## src/verilog/plank_pkg.sv

```systemverilog
package plank_pkg;

    localparam int NUM_CH         = 8;
    localparam int FRAME_BYTES    = 19;
    localparam int PAYLOAD_BYTES  = 18;
    localparam int FEEDBACK_BYTES = 3;

    localparam logic [7:0] FEEDBACK_TAG = 8'hEE;

    typedef logic [5:0] chan_word_t;

    // phase byte arrives first, so it sits in the low half
    typedef struct packed {
        logic [1:0] attn_pad;
        chan_word_t attn;
        logic [1:0] phase_pad;
        chan_word_t phase;
    } chan_pair_t;

    typedef struct packed {
        logic [3:0] rsvd_hi;
        logic       soft_inhibit;
        logic       tx_rx_sel;
        logic [1:0] rsvd_lo;
    } ctrl_byte_t;

    typedef struct packed {
        logic [7:0]              checksum;
        logic [7:0]              ch_power;
        chan_pair_t [NUM_CH-1:0] ch;
        ctrl_byte_t              ctrl;
    } frame_fields_t;

    // byte 0 of the frame is the lowest byte of the word
    typedef union packed {
        logic [FRAME_BYTES-1:0][7:0] bytes;
        frame_fields_t               fields;
    } frame_u;

endpackage

```

## src/verilog/uart_rx.sv

```systemverilog
module uart_rx #(
    parameter int CLKS_PER_BIT = 868
) (
    input  logic       i_clk,
    input  logic       w_rst_n,
    input  logic       i_rx_serial,
    output logic [7:0] o_byte,
    output logic       o_byte_valid
);

    localparam int CW = $clog2(CLKS_PER_BIT + 1);
    localparam logic [CW-1:0] FULL_CNT = CW'(CLKS_PER_BIT - 1);
    localparam logic [CW-1:0] HALF_CNT = CW'((CLKS_PER_BIT - 1) / 2);

    localparam logic [1:0] RX_IDLE  = 2'd0;
    localparam logic [1:0] RX_START = 2'd1;
    localparam logic [1:0] RX_DATA  = 2'd2;
    localparam logic [1:0] RX_STOP  = 2'd3;

    logic          r_rx_meta;
    logic          r_rx_sync;
    logic [1:0]    r_state;
    logic [CW-1:0] r_clk_cnt;
    logic [2:0]    r_bit_idx;
    logic [7:0]    r_shift;

    always_ff @(posedge i_clk or negedge w_rst_n) begin
        if (!w_rst_n) begin
            r_rx_meta    <= 1'b1;
            r_rx_sync    <= 1'b1;
            r_state      <= RX_IDLE;
            r_clk_cnt    <= '0;
            r_bit_idx    <= '0;
            r_shift      <= '0;
            o_byte_valid <= 1'b0;
        end else begin
            r_rx_meta    <= i_rx_serial;
            r_rx_sync    <= r_rx_meta;
            o_byte_valid <= 1'b0;
            case (r_state)
                RX_IDLE: begin
                    r_clk_cnt <= '0;
                    if (!r_rx_sync) begin
                        r_state <= RX_START;
                    end
                end
                RX_START: begin
                    // confirm start at half a bit, else a glitch
                    if (r_clk_cnt == HALF_CNT) begin
                        r_clk_cnt <= '0;
                        r_state   <= r_rx_sync ? RX_IDLE : RX_DATA;
                    end else begin
                        r_clk_cnt <= r_clk_cnt + 1'b1;
                    end
                end
                RX_DATA: begin
                    if (r_clk_cnt == FULL_CNT) begin
                        r_clk_cnt <= '0;
                        r_shift   <= {r_rx_sync, r_shift[7:1]};
                        r_bit_idx <= r_bit_idx + 1'b1;
                        if (r_bit_idx == 3'd7) begin
                            r_state <= RX_STOP;
                        end
                    end else begin
                        r_clk_cnt <= r_clk_cnt + 1'b1;
                    end
                end
                default: begin
                    if (r_clk_cnt == FULL_CNT) begin
                        r_clk_cnt    <= '0;
                        o_byte_valid <= r_rx_sync;
                        r_state      <= RX_IDLE;
                    end else begin
                        r_clk_cnt <= r_clk_cnt + 1'b1;
                    end
                end
            endcase
        end
    end

    assign o_byte = r_shift;

endmodule

```

## src/verilog/uart_tx.sv

```systemverilog
module uart_tx #(
    parameter int CLKS_PER_BIT = 868
) (
    input  logic       i_clk,
    input  logic       w_rst_n,
    input  logic       i_tx_start,
    input  logic [7:0] i_tx_byte,
    output logic       o_tx_serial,
    output logic       o_tx_busy
);

    localparam int CW = $clog2(CLKS_PER_BIT + 1);
    localparam logic [CW-1:0] FULL_CNT = CW'(CLKS_PER_BIT - 1);

    localparam logic [1:0] TX_IDLE  = 2'd0;
    localparam logic [1:0] TX_START = 2'd1;
    localparam logic [1:0] TX_DATA  = 2'd2;
    localparam logic [1:0] TX_STOP  = 2'd3;

    logic [1:0]    r_state;
    logic [CW-1:0] r_clk_cnt;
    logic [2:0]    r_bit_idx;
    logic [7:0]    r_shift;

    always_ff @(posedge i_clk or negedge w_rst_n) begin
        if (!w_rst_n) begin
            r_state     <= TX_IDLE;
            r_clk_cnt   <= '0;
            r_bit_idx   <= '0;
            r_shift     <= '0;
            o_tx_serial <= 1'b1;
            o_tx_busy   <= 1'b0;
        end else begin
            if (r_state == TX_IDLE) begin
                r_clk_cnt <= '0;
                r_bit_idx <= '0;
                if (i_tx_start) begin
                    r_shift     <= i_tx_byte;
                    o_tx_serial <= 1'b0;
                    o_tx_busy   <= 1'b1;
                    r_state     <= TX_START;
                end
            end else if (r_clk_cnt != FULL_CNT) begin
                r_clk_cnt <= r_clk_cnt + 1'b1;
            end else begin
                r_clk_cnt <= '0;
                case (r_state)
                    TX_START: begin
                        o_tx_serial <= r_shift[0];
                        r_shift     <= r_shift >> 1;
                        r_state     <= TX_DATA;
                    end
                    TX_DATA: begin
                        r_bit_idx <= r_bit_idx + 1'b1;
                        if (r_bit_idx == 3'd7) begin
                            o_tx_serial <= 1'b1;
                            r_state     <= TX_STOP;
                        end else begin
                            o_tx_serial <= r_shift[0];
                            r_shift     <= r_shift >> 1;
                        end
                    end
                    default: begin
                        // end of stop bit frees the line
                        o_tx_busy <= 1'b0;
                        r_state   <= TX_IDLE;
                    end
                endcase
            end
        end
    end

endmodule

```

## src/verilog/frame_receiver.sv

```systemverilog
module frame_receiver #(
    parameter int CLKS_PER_BIT = 868,
    parameter int GAP_BITS     = 20
) (
    input  logic              i_clk,
    input  logic              w_rst_n,
    input  logic [7:0]        i_byte,
    input  logic              i_byte_valid,
    output plank_pkg::frame_u o_frame,
    output logic              o_frame_valid
);

    localparam int GAP_CLKS = GAP_BITS * CLKS_PER_BIT;
    localparam int GW       = $clog2(GAP_CLKS + 1);

    localparam logic [GW-1:0] GAP_LAST = GW'(GAP_CLKS - 1);
    localparam logic [4:0]    CSUM_IDX = 5'(plank_pkg::PAYLOAD_BYTES);

    logic [4:0]    r_byte_cnt;
    logic [7:0]    r_sum;
    logic [GW-1:0] r_gap_cnt;

    // frame storage
    always_ff @(posedge i_clk) begin
        if (i_byte_valid) begin
            o_frame.bytes[r_byte_cnt] <= i_byte;
        end
    end

    always_ff @(posedge i_clk or negedge w_rst_n) begin
        if (!w_rst_n) begin
            r_byte_cnt    <= '0;
            r_sum         <= '0;
            r_gap_cnt     <= '0;
            o_frame_valid <= 1'b0;
        end else begin
            o_frame_valid <= 1'b0;
            if (i_byte_valid) begin
                r_gap_cnt <= '0;
                if (r_byte_cnt == CSUM_IDX) begin
                    // good or bad, the next byte starts a new frame
                    o_frame_valid <= (r_sum == i_byte);
                    r_byte_cnt    <= '0;
                    r_sum         <= '0;
                end else begin
                    r_byte_cnt <= r_byte_cnt + 1'b1;
                    r_sum      <= r_sum + i_byte;
                end
            end else if (r_byte_cnt != '0) begin
                if (r_gap_cnt == GAP_LAST) begin
                    r_gap_cnt  <= '0;
                    r_byte_cnt <= '0;
                    r_sum      <= '0;
                end else begin
                    r_gap_cnt <= r_gap_cnt + 1'b1;
                end
            end
        end
    end

endmodule

```

## src/verilog/beam_control_regs.sv

```systemverilog
module beam_control_regs (
    input  logic                                          i_clk,
    input  logic                                          w_rst_n,
    input  plank_pkg::frame_u                             i_frame,
    input  logic                                          i_frame_valid,
    input  logic                                          i_inhibit,
    input  logic                                          i_tr_pulse,
    input  logic                                          i_attn_31p5,
    input  logic                                          i_phase_180,
    output plank_pkg::chan_word_t [plank_pkg::NUM_CH-1:0] o_attn,
    output plank_pkg::chan_word_t [plank_pkg::NUM_CH-1:0] o_phase,
    output logic [7:0]                                    o_ch_power,
    output logic                                          o_tr_pulse,
    output logic                                          o_tx_rx_sel,
    output logic                                          o_loaded
);

    plank_pkg::chan_word_t [plank_pkg::NUM_CH-1:0] r_attn;
    plank_pkg::chan_word_t [plank_pkg::NUM_CH-1:0] r_phase;

    logic r_soft_inhibit;
    logic w_override;

    always_ff @(posedge i_clk or negedge w_rst_n) begin
        if (!w_rst_n) begin
            r_attn         <= '0;
            r_phase        <= '0;
            o_ch_power     <= '0;
            o_tx_rx_sel    <= 1'b0;
            r_soft_inhibit <= 1'b0;
            o_loaded       <= 1'b0;
        end else begin
            o_loaded <= i_frame_valid;
            if (i_frame_valid) begin
                for (int k = 0; k < plank_pkg::NUM_CH; k++) begin
                    r_phase[k] <= i_frame.fields.ch[k].phase;
                    r_attn[k]  <= i_frame.fields.ch[k].attn;
                end
                o_ch_power     <= i_frame.fields.ch_power;
                o_tx_rx_sel    <= i_frame.fields.ctrl.tx_rx_sel;
                r_soft_inhibit <= i_frame.fields.ctrl.soft_inhibit;
            end
        end
    end

    // hardware inhibit needs the soft enable too
    assign w_override = i_inhibit & r_soft_inhibit;

    always_comb begin
        for (int k = 0; k < plank_pkg::NUM_CH; k++) begin
            o_attn[k]  = w_override ? {6{i_attn_31p5}} : r_attn[k];
            o_phase[k] = w_override ? {i_phase_180, 5'b0} : r_phase[k];
        end
    end

    assign o_tr_pulse = w_override ? i_tr_pulse : o_tx_rx_sel;

endmodule

```

## src/verilog/feedback_sender.sv

```systemverilog
module feedback_sender (
    input  logic       i_clk,
    input  logic       w_rst_n,
    input  logic       i_loaded,
    input  logic [7:0] i_ch_power,
    input  logic       i_tx_rx_sel,
    input  logic       i_tx_busy,
    output logic [7:0] o_tx_byte,
    output logic       o_tx_start
);

    localparam int RW = plank_pkg::FEEDBACK_BYTES * 8;
    localparam logic [1:0] LAST_IDX = 2'(plank_pkg::FEEDBACK_BYTES - 1);

    logic          r_pending;
    logic          r_active;
    logic [1:0]    r_byte_cnt;
    logic [RW-1:0] r_reply;
    logic          w_snap;
    logic          w_issue;

    assign w_snap  = !r_active && r_pending;
    // busy only rises the clock after a start
    assign w_issue = r_active && !i_tx_busy && !o_tx_start;

    always_ff @(posedge i_clk) begin
        if (w_snap) begin
            r_reply <= {7'b0, i_tx_rx_sel, i_ch_power, plank_pkg::FEEDBACK_TAG};
        end else if (w_issue) begin
            o_tx_byte <= r_reply[7:0];
            r_reply   <= r_reply >> 8;
        end
    end

    always_ff @(posedge i_clk or negedge w_rst_n) begin
        if (!w_rst_n) begin
            r_pending  <= 1'b0;
            r_active   <= 1'b0;
            r_byte_cnt <= '0;
            o_tx_start <= 1'b0;
        end else begin
            o_tx_start <= w_issue;
            if (w_snap) begin
                r_pending  <= i_loaded;
                r_active   <= 1'b1;
                r_byte_cnt <= '0;
            end else begin
                r_pending <= r_pending | i_loaded;
                if (w_issue) begin
                    r_byte_cnt <= r_byte_cnt + 1'b1;
                    if (r_byte_cnt == LAST_IDX) begin
                        r_active <= 1'b0;
                    end
                end
            end
        end
    end

endmodule

```

## src/verilog/plank_top.sv

```systemverilog
module plank_top #(
    parameter int CLKS_PER_BIT = 868,
    parameter int GAP_BITS     = 20
) (
    input  logic                                          i_clk,
    input  logic                                          w_rst_n,
    input  logic                                          i_rx_serial,
    input  logic                                          i_inhibit,
    input  logic                                          i_tr_pulse,
    input  logic                                          i_attn_31p5,
    input  logic                                          i_phase_180,
    output logic                                          o_tx_serial,
    output logic [7:0]                                    o_ch_power,
    output plank_pkg::chan_word_t [plank_pkg::NUM_CH-1:0] o_attn,
    output plank_pkg::chan_word_t [plank_pkg::NUM_CH-1:0] o_phase,
    output logic                                          o_tr_pulse
);

    logic [7:0]        w_rx_byte;
    logic              w_rx_byte_valid;
    plank_pkg::frame_u w_frame;
    logic              w_frame_valid;
    logic              w_loaded;
    logic              w_tx_rx_sel;
    logic [7:0]        w_tx_byte;
    logic              w_tx_start;
    logic              w_tx_busy;

    uart_rx #(.CLKS_PER_BIT(CLKS_PER_BIT)) u_uart_rx (
        .i_clk        (i_clk),
        .w_rst_n      (w_rst_n),
        .i_rx_serial  (i_rx_serial),
        .o_byte       (w_rx_byte),
        .o_byte_valid (w_rx_byte_valid)
    );

    frame_receiver #(
        .CLKS_PER_BIT (CLKS_PER_BIT),
        .GAP_BITS     (GAP_BITS)
    ) u_frame_receiver (
        .i_clk         (i_clk),
        .w_rst_n       (w_rst_n),
        .i_byte        (w_rx_byte),
        .i_byte_valid  (w_rx_byte_valid),
        .o_frame       (w_frame),
        .o_frame_valid (w_frame_valid)
    );

    beam_control_regs u_beam_control_regs (
        .i_clk         (i_clk),
        .w_rst_n       (w_rst_n),
        .i_frame       (w_frame),
        .i_frame_valid (w_frame_valid),
        .i_inhibit     (i_inhibit),
        .i_tr_pulse    (i_tr_pulse),
        .i_attn_31p5   (i_attn_31p5),
        .i_phase_180   (i_phase_180),
        .o_attn        (o_attn),
        .o_phase       (o_phase),
        .o_ch_power    (o_ch_power),
        .o_tr_pulse    (o_tr_pulse),
        .o_tx_rx_sel   (w_tx_rx_sel),
        .o_loaded      (w_loaded)
    );

    feedback_sender u_feedback_sender (
        .i_clk       (i_clk),
        .w_rst_n     (w_rst_n),
        .i_loaded    (w_loaded),
        .i_ch_power  (o_ch_power),
        .i_tx_rx_sel (w_tx_rx_sel),
        .i_tx_busy   (w_tx_busy),
        .o_tx_byte   (w_tx_byte),
        .o_tx_start  (w_tx_start)
    );

    uart_tx #(.CLKS_PER_BIT(CLKS_PER_BIT)) u_uart_tx (
        .i_clk       (i_clk),
        .w_rst_n     (w_rst_n),
        .i_tx_start  (w_tx_start),
        .i_tx_byte   (w_tx_byte),
        .o_tx_serial (o_tx_serial),
        .o_tx_busy   (w_tx_busy)
    );

endmodule

```

## config.mk

```make
export PLATFORM = sky130hd
export DESIGN_NAME = plank_top
export DESIGN_NICKNAME = d
export VERILOG_FILES = /design/src/verilog/plank_pkg.sv /design/src/verilog/uart_rx.sv /design/src/verilog/uart_tx.sv /design/src/verilog/frame_receiver.sv /design/src/verilog/beam_control_regs.sv /design/src/verilog/feedback_sender.sv /design/src/verilog/plank_top.sv
export SDC_FILE = /design/constraint.sdc
export NUM_CORES = 1
export LEC_CHECK = 0
export BUFFER_PORTS_ARGS = -buffer_cell sky130_fd_sc_hd__buf_4
export CAP_MARGIN = 20
export CORE_UTILIZATION = 43
export CTS_BUF_LIST = sky130_fd_sc_hd__clkbuf_8
export DETAILED_ROUTE_END_ITERATION = 8
export PLACE_DENSITY = 0.66
export SYNTH_ARGS = -nofsm -noshare
export SYNTH_HDL_FRONTEND = slang
export SYNTH_HIERARCHICAL = 1
export SYNTH_SLANG_ARGS = --single-unit
export TNS_END_PERCENT = 1
```

## constraint.sdc

```tcl
create_clock -name i_clk -period 2.57 [get_ports i_clk]
set_input_delay 0.771 -clock i_clk [delete_from_list [all_inputs] [get_ports i_clk]]
set_output_delay 0.771 -clock i_clk [all_outputs]
set_load 0.02 [all_outputs]
```

* Word-level counts from Yosys, hierarchy flattened
Cells that the tools add are included.
Operators by class: add/sub/neg operators 8, $mul 0, divide/modulo/power cells 0, magnitude comparators 2, equal/unequal tests 22, shift-type cells 0, mux-type cells 77, bitwise operators 3, reduce and logical (&&, ||, !) cells 29
Operator list (count):
- 152-bit bitwise mux | 1
- 6-bit 2-to-1 mux | 16
- 8-bit 2-to-1 mux | 9
- 15-bit 2-to-1 mux | 3
- 8-bit demux with 5-bit select | 1
- 10-bit 2-to-1 mux | 4
- 17-bit 2-to-1 mux | 2
- 2-bit 2-to-1 mux | 12
- 10-bit by 1-bit adder with 10-bit output (second input constant) | 2
- 5-bit 2-to-1 mux | 4
- 10-bit case mux with 2 select lines | 1
- 1-bit 2-to-1 mux | 17
- 8-bit case mux with 2 select lines | 1
- 15-bit by 1-bit adder with 15-bit output (second input constant) | 1
- 15-bit equality test (second input constant) | 1
- 10-bit equality test (second input constant) | 1
- 10-bit by 9-bit equality test with 1-bit output (second input constant) | 1
- 10-bit inequality test (second input constant) | 1
- 2-bit by 1-bit inequality test with 1-bit output (second input constant) | 5
- 2-bit AND reduction | 5
- 2-bit nonzero test | 5
- 3-bit 2-to-1 mux | 3
- 3-bit AND reduction | 3
- 8-bit adder | 1
- 28 further kinds | 41
Storage, ports and cells: register bits 369, bits in latches 0, bits in writable memories 0, memory bits (read-only) 0, input port bits 7, output and inout port bits 106, logic and storage cells 186, memories 0

* Longest topological paths before layout
Gate-level depths: netlist of run 1.
depth in word-level cells 5, mapped depth 7, depth with buffers taken out 7

* Hierarchy
Netlist of run 1, hierarchy kept.
Modules (own cells, without submodules):
- frame_receiver | instances 1, cells an instance 358, area an instance 6444.9 µm², seq. area each 5290.1 µm²
- beam_control_regs | instances 1, cells an instance 341, area an instance 4897.2 µm², seq. area each 2677.6 µm²
- uart_tx | instances 1, cells an instance 120, area an instance 1312.5 µm², seq. area each 626.9 µm²
- uart_rx | instances 1, cells an instance 97, area an instance 1255.0 µm², seq. area each 653.1 µm²
- feedback_sender | instances 1, cells an instance 79, area an instance 1158.6 µm², seq. area each 795.8 µm²

* Worst setup path after synthesis of run 1
OpenSTA, ideal clock, no wires.
path type input-to-output, start point input i_attn_31p5, end point output o_attn[18] in the netlist's numbering, data arrival time 1.477 ns, data required time 1.799 ns, setup slack 0.322 ns, stages 4, path buffers 2, cell sequence and3_1 -> buf_4 -> buf_4 -> a21o_1
RTL lines:
- start, declared | RTL line plank_top.sv:10 | input logic i_attn_31p5,
- end, declared | RTL line plank_top.sv:14 | output plank_pkg::chan_word_t [plank_pkg::NUM_CH-1:0] o_attn,

* Final worst setup path of run 1
start point register u_beam_control_regs.r_soft_inhibit, end point output o_tr_pulse
Between the ends: cells in the longest elaborated chain, start to end 2
Ends and longest elaborated chain:
- start, declared | RTL line beam_control_regs.sv:21 | logic r_soft_inhibit;
- start signal, assigned | RTL line beam_control_regs.sv:41 | r_soft_inhibit <= i_frame.fields.ctrl.soft_inhibit;
- 1-bit AND | RTL line beam_control_regs.sv:47 | assign w_override = i_inhibit & r_soft_inhibit;
- 1-bit 2-to-1 mux | RTL line beam_control_regs.sv:56 | assign o_tr_pulse = w_override ? i_tr_pulse : o_tx_rx_sel;
- end, declared | RTL line plank_top.sv:16 | output logic o_tr_pulse
Every way passes these cells.

==> run summary, run 1 <==
outcome: finished, final reports clean
met3 Track Usage GR: 2.79%
CTS root buf: clkbuf_8
fill count: 2572
register area: 8670 um2
Slew Limit Fails: 0
share of power burned in registers: 52.4%
arrival time worst endpoint: 1.75 ns
Syn Nets: 980
Routed Antenna Nets: 0
Crit path depth: 3
Starting Density: 44.2%
post-layout util: 52.5%
r2r endpoint: u_frame_receiver/r_sum[7]
final wirelength: 28100 um
origin of the worst setup path: u_beam_control_regs/r_soft_inhibit
GRT met1 Usage: 23.9%
worst setup path end: o_tr_pulse
nets: 1131
via count: 8026
mapped cell area: 13700 um2
via/cell ratio: 5.21
FP Rows: 64
Max stage delay cell, worst path: dfrtp_2
initial antenna violation count: 0
worst path required time: 1.80 ns
worst path buffer plus inverter count: 1
Comb power frac: 0.8%
Least-Margin Pin Slew: 0.630 ns
Die W: 180 um
maximum VDD drop: 0.338 mV
die area: 32500 um2
hpwl dp: 18000 um
GR peak layer: met2
first-pass GRT wire length: 45100 um
sw power: 2.06 mW
all-layer global routing usage: 17.5%
I/O Buffers: 112
Final GP Congestion: 0.828
RSZ-0062 raised after global routing: true
DR DRC count: 0
clock power share: 46.8%
deepest clock path buffer count: 3
I/O pins: 113
Hold Path Class: input port to async pin
fin crit share: 98.2%
worst setup path class: flip-flop to output pin
Tmin final: 2.52 ns
CP endpoint kind: output pin
share of cells above drive strength 1: 33.0%
sw frac: 20.2%
YS warnings: 6
placed cell area: 15100 um2
final setup vio count: 0
WL/cell: 18.3 um
Power Internal: 8.11 mW
clock buffer count from CTS: 53
Layout area overhead: 18.8%
PD cells: 625 nW/um2
initial DRC count: 522
family with the most delay on the worst path: flip-flops
largest net degree at the start of global routing: 67
Worst-Skew Late Latency: 0.56 ns
Final Hold Vio Count: 0
post-route cell area: 16300 um2
crit path cell chain: nand2_4, mux2_2, buf_4
number of max-cap violations: 0
Leak: 7.53 nW
CP max FO: 10
ANT cells: 0
startpoint types: flip-flop
met2 Resource Use GR: 28.8%
reg2reg path depth: 6
max_slew headroom: 57.9%
Multi-input gate area: 4710 um2
fmax: 0.396 GHz
R2R Path Start: u_uart_rx/o_byte[1]
flop2flop setup slack: 0.48 ns
setup ws final: 0.0473 ns
Clock Skew: 0.0166 ns
core area: 31000 um2
CP max stage delay: 0.44 ns
Synth Instances: 949
clock slew at reported path FFs: 0.06 ns
vias in the first global route: 8226
CTS tree: built
# clock sinks: 323
Vert. Die Dim: 180 um
hold-fix buffers at CTS: 0
post-synthesis average cell area: 14.4 um2
Tot Pwr: 10.2 mW
H-tree levels: 2
DP Worst Slack: 0.0205 ns
TritonRoute pass-1 iters: 5
GRT overflow: 0
==> power by group through the flow <==
stage	registers, mW	logic (mW)	clock network (mW)
after global placement	5.42	0.0855	0
after floorplan	5.42	0.000535	0
final	5.33	0.0800	4.76
after detailed placement	5.42	0.0860	0
after CTS	5.32	0.0863	4.90
after global routing	5.32	0.0942	5.15
==> stage by stage <==
stage	std cells	setup TNS, ns	hold WS, ns
floorplan	949	0	0.345
global placement	1441	0	0.348
detailed placement	1441	0	0.347
CTS	1541	0	0.0285
global route	1541	-0.0227	0.0217
finish	1541	0	0.0543
==> layout make-up <==
cell class,count,share of cell area [%]
Tap cell,396,3.05
Clock inverter,39,1.95
Timing Repair Buffer,142,7.33
Clock buffer,61,5.16
Multi-Input combinational cell,568,28.9
Sequential cell,323,53.3
Inverter,12,0.277
==> worst min path at each step <==
stage          slack (ns)  cells past startpoint                       endpoint           startpoint
6_report             0.05                      1           u_uart_tx/r_shift[6]              w_rst_n
3_3_place_gp         0.35                      0            u_uart_rx/r_rx_sync  u_uart_rx/r_rx_meta
5_1_grt              0.02                      1  u_beam_control_regs/r_attn[2]              w_rst_n
3_5_place_dp         0.35                      0            u_uart_rx/r_rx_sync  u_uart_rx/r_rx_meta
2_1_floorplan        0.35                      0            u_uart_rx/r_rx_sync  u_uart_rx/r_rx_meta
4_1_cts              0.03                      1  u_beam_control_regs/r_attn[0]              w_rst_n
==> routing by layer <==
| layer | wire (um) | up-vias |
|---|---|---|
| met5 | 0 | - |
| li1 | - | 3771 |
| met1 | 12800 | 4051 |
| met3 | 1050 | 40 |
| met4 | 434 | 0 |
| met2 | 13800 | 164 |
==> registers in the layout (all words and copies together) (netlist names), 3 cells and up <==
register / flops
u_beam_control_regs/o_ch_power: 8
u_feedback_sender/o_tx_byte: 8
u_uart_tx/r_bit_idx: 3
u_frame_receiver/o_frame: 106
u_uart_tx/r_shift: 8
u_frame_receiver/r_byte_cnt: 5
u_frame_receiver/r_gap_cnt: 15
u_uart_tx/r_clk_cnt: 10
u_uart_rx/r_bit_idx: 3
u_frame_receiver/r_sum: 8
u_uart_rx/r_clk_cnt: 10
u_uart_rx/o_byte: 8
u_beam_control_regs/r_attn: 48
u_feedback_sender/r_reply: 17
u_beam_control_regs/r_phase: 48
==> placed cells by master (no fill, tap or decap), drive strengths merged, types with 4 or more instances in the layout <==
master  count
dfrtp     189
buf       141
mux2      131
edfxtp    123
clkbuf     62
a21o       61
and2       50
nor2       48
nand2      35
inv        31
o21ai      31
ha         23
nand3      17
xor2       16
a21oi      15
xnor2      13
clkinv     13
and3       10
nand2b      9
nand4       9
dfxtp       8
a211oi      7
bufinv      6
or2b        6
o32a        6
o31ai       6
and4        5
a221oi      5
nor3b       5
nor2b       5
nor4        5
o21bai      4
or3         4
nor3        4
or4         4
nor4b       4
==> worst register-to-register path, delay by kind of cell, from the launching register on <==
family	cells	cell delay, ns
simple gates	1	0.16
flops	1	0.53
fa+ha+maj	1	0.40
compound gates	4	0.89
==> repair_timing <==
item | CTS | global route
buffers inserted | 0 | 0
resized for setup | 4 | 3
setup endpoints to repair | 55 | 52
Power figures use the tool's default switching activity.
==> inputs of run 2 (changes only) <==
clock period = 3.3 ns   (was 2.57 ns; I/O delays follow)
==> run 2 against run 1 <==
Net effect: largest cell class unchanged; sequential power decreased by 22%; flip-flop and latch count unchanged; clock power decreased by 33%; setup slack improved by 0.071 ns.
==> run summary, run 2 (synthesis results as in run 1) <==
hold-fix buffers at CTS: 0 (unchanged)
family with the most delay on the worst path: simple AND/OR/NAND/NOR gates
clock buffer count from CTS: 51 (-3.8%)
Crit path depth: 4 (+1)
deepest clock path buffer count: 3 (unchanged)
TritonRoute pass-1 iters: 5 (unchanged)
startpoint types: input port
flop2flop setup slack: 0.99 ns (+0.51 ns)
Hold Path Class: flip-flop to flip-flop
CTS root buf: clkbuf_8
WL/cell: 18.2 um (-0.21%)
share of cells above drive strength 1: 31.3% (-1.7 points)
worst setup path end: o_attn[46]
arrival time worst endpoint: 2.19 ns (+0.44 ns)
worst path required time: 2.31 ns (+0.51 ns)
crit path cell chain: buf_4, and3_2, a21o_1, buf_4
I/O pins: 113 (unchanged)
commonest non-fill, non-tap cell in the layout: dfrtp_1
via count: 7939 (-1.1%)
Starting Density: 44.2% (unchanged)
nets: 1117 (-1.2%)
number of flip-flops in the largest register: 106 (unchanged)
fin crit share: 96.4%
CP endpoint kind: output pin
Max stage delay cell, worst path: and3_2
via/cell ratio: 5.21 (about the same)
largest net degree at the start of global routing: 73 (+9.0%)
PD cells: 465 nW/um2 (-26%)
CP max FO: 48 (+38)
worst path buffer plus inverter count: 2 (+1)
hpwl dp: 17900 um (-0.75%)
CTS resizes: 0 (-4)
Leak: 7.36 nW (-2.2%)
ANT cells: 0 (unchanged)
Tot Pwr: 7.40 mW (-27%)
die area: 32500 um2 (unchanged)
Layout area overhead: 16.3%
Die W: 180 um (unchanged)
vias in the first global route: 8111 (-1.4%)
# clock sinks: 323 (unchanged)
core area: 31000 um2 (unchanged)
number of max-cap violations: 0 (unchanged)
final setup vio count: 0 (unchanged)
CTS tree: built
r2r endpoint: u_frame_receiver/r_sum[7]
FP Rows: 64 (unchanged)
post-CTS setup buffer count: 0 (unchanged)
GRT overflow: 0 (unchanged)
H-tree levels: 2 (unchanged)
first-pass GRT wire length: 45000 um (-0.20%)
initial DRC count: 536 (+2.7%)
Top cell by count, worst path: buf_4
initial antenna violation count: 0 (unchanged)
CP max stage delay: 0.79 ns (+0.35 ns)
Worst-Skew Late Latency: 0.55 ns (about the same)
R2R Path Start: u_uart_rx/o_byte[5]
Routed Antenna Nets: 0 (unchanged)
outcome: finished, final reports clean
DR DRC count: 0 (unchanged)
origin of the worst setup path: i_inhibit
Vert. Die Dim: 180 um (unchanged)
Clock Skew: 0.0177 ns (+0.00106 ns)
Final GP Congestion: 0.843 (+1.8%)
fmax: 0.314 GHz
Slew Limit Fails: 0 (unchanged)
all-layer global routing usage: 17.4% (-0.076 points)
worst setup path class: input port to output pin
Least-Margin Pin Slew: 0.991 ns (+0.361 ns)
Tmin final: 3.18 ns
final wirelength: 27800 um (-1.4%)
max_slew headroom: 33.3% (-25 points)
I/O Buffers: 112 (unchanged)
reg2reg path depth: 6 (unchanged)
most frequent cells in the layout: 188 x dfrtp_1, 125 x buf_4, 123 x edfxtp_1, 82 x mux2_2, 60 x a21o_1
clock slew at reported path FFs: 0.05 ns (about the same)
setup TNS: 0 ns (unchanged)
RSZ-0062 raised after global routing: false
Final Hold Vio Count: 0 (unchanged)
maximum VDD drop: 0.220 mV (-35%)
[run 2: cell types whose count changed in the layout (fill, tap and decap cells not counted), moves of 2 or more]
cell,delta
buf_4,-6
buf_12,-5
clkbuf_8,-5
bufinv_16,-4
clkinv_1,+3
clkinv_2,-2
inv_1,+2
[run 2: routing by layer]
| metal | GRT usage (%) | vias to the layer above | routed length [um] |
|---|---|---|---|
| li1 | - | 3740 | - |
| met1 | 23.6 | 3992 | 12900 |
| met5 | 0 | - | 0 |
| met4 | 5.40 | 0 | 636 |
| met3 | 3.13 | 54 | 1010 |
| met2 | 28.5 | 153 | 13200 |
[run 2: cell type report]
cell class              instances  area [um2]
clock buffers                  56         771
clock inverters                38         205
fillers                      2611       15100
inverters                      12        45.0
multi-input cells             568        4710
flip-flops and latches        323        8670
well taps                     396         495
repair buffers                130        1030
[run 2: worst reg2reg max path, delay by kind of cell (launching register included)]
family                     cells  cell delay [ns]
adders and majority gates      1             0.41
and+or+nand+nor                1             0.16
AOI/OAI and AO/OA              4             0.72
DFF                            1             0.90
[run 2: power breakdown]
part	leakage [nW]	internal, mW	switching (mW)
clock network	0.577	1.71	1.49
logic	3.19	0.0101	0.0486
registers	3.59	4.15	0.00111
total	7.36	5.87	1.54
[run 2: worst min path at each step]
stage                              startpoint  cells after the start                  end  slack, ns
after global routing      u_uart_rx/r_rx_meta                      0  u_uart_rx/r_rx_sync       0.36
after global placement    u_uart_rx/r_rx_meta                      0  u_uart_rx/r_rx_sync       0.35
final                     u_uart_rx/r_rx_meta                      0  u_uart_rx/r_rx_sync       0.35
after CTS                 u_uart_rx/r_rx_meta                      0  u_uart_rx/r_rx_sync       0.36
after detailed placement  u_uart_rx/r_rx_meta                      0  u_uart_rx/r_rx_sync       0.35
after floorplan           u_uart_rx/r_rx_meta                      0  u_uart_rx/r_rx_sync       0.35
[run 2: per-stage QoR]
stage / hold slack [ns] / utilization (%) / cell area (um2) / setup slack, ns / instances
floorplan: 0.345 / - / 13700 / 0.614 / 949
global placement: 0.349 / 48.2 / 14900 / 0.178 / 1429
detailed placement: 0.348 / 48.2 / 14900 / 0.112 / 1429
CTS: 0.356 / 51.4 / 15900 / 0.107 / 1523
global route: 0.357 / 51.4 / 15900 / 0.00531 / 1523
finish: 0.355 / 51.4 / 15900 / 0.118 / 1523
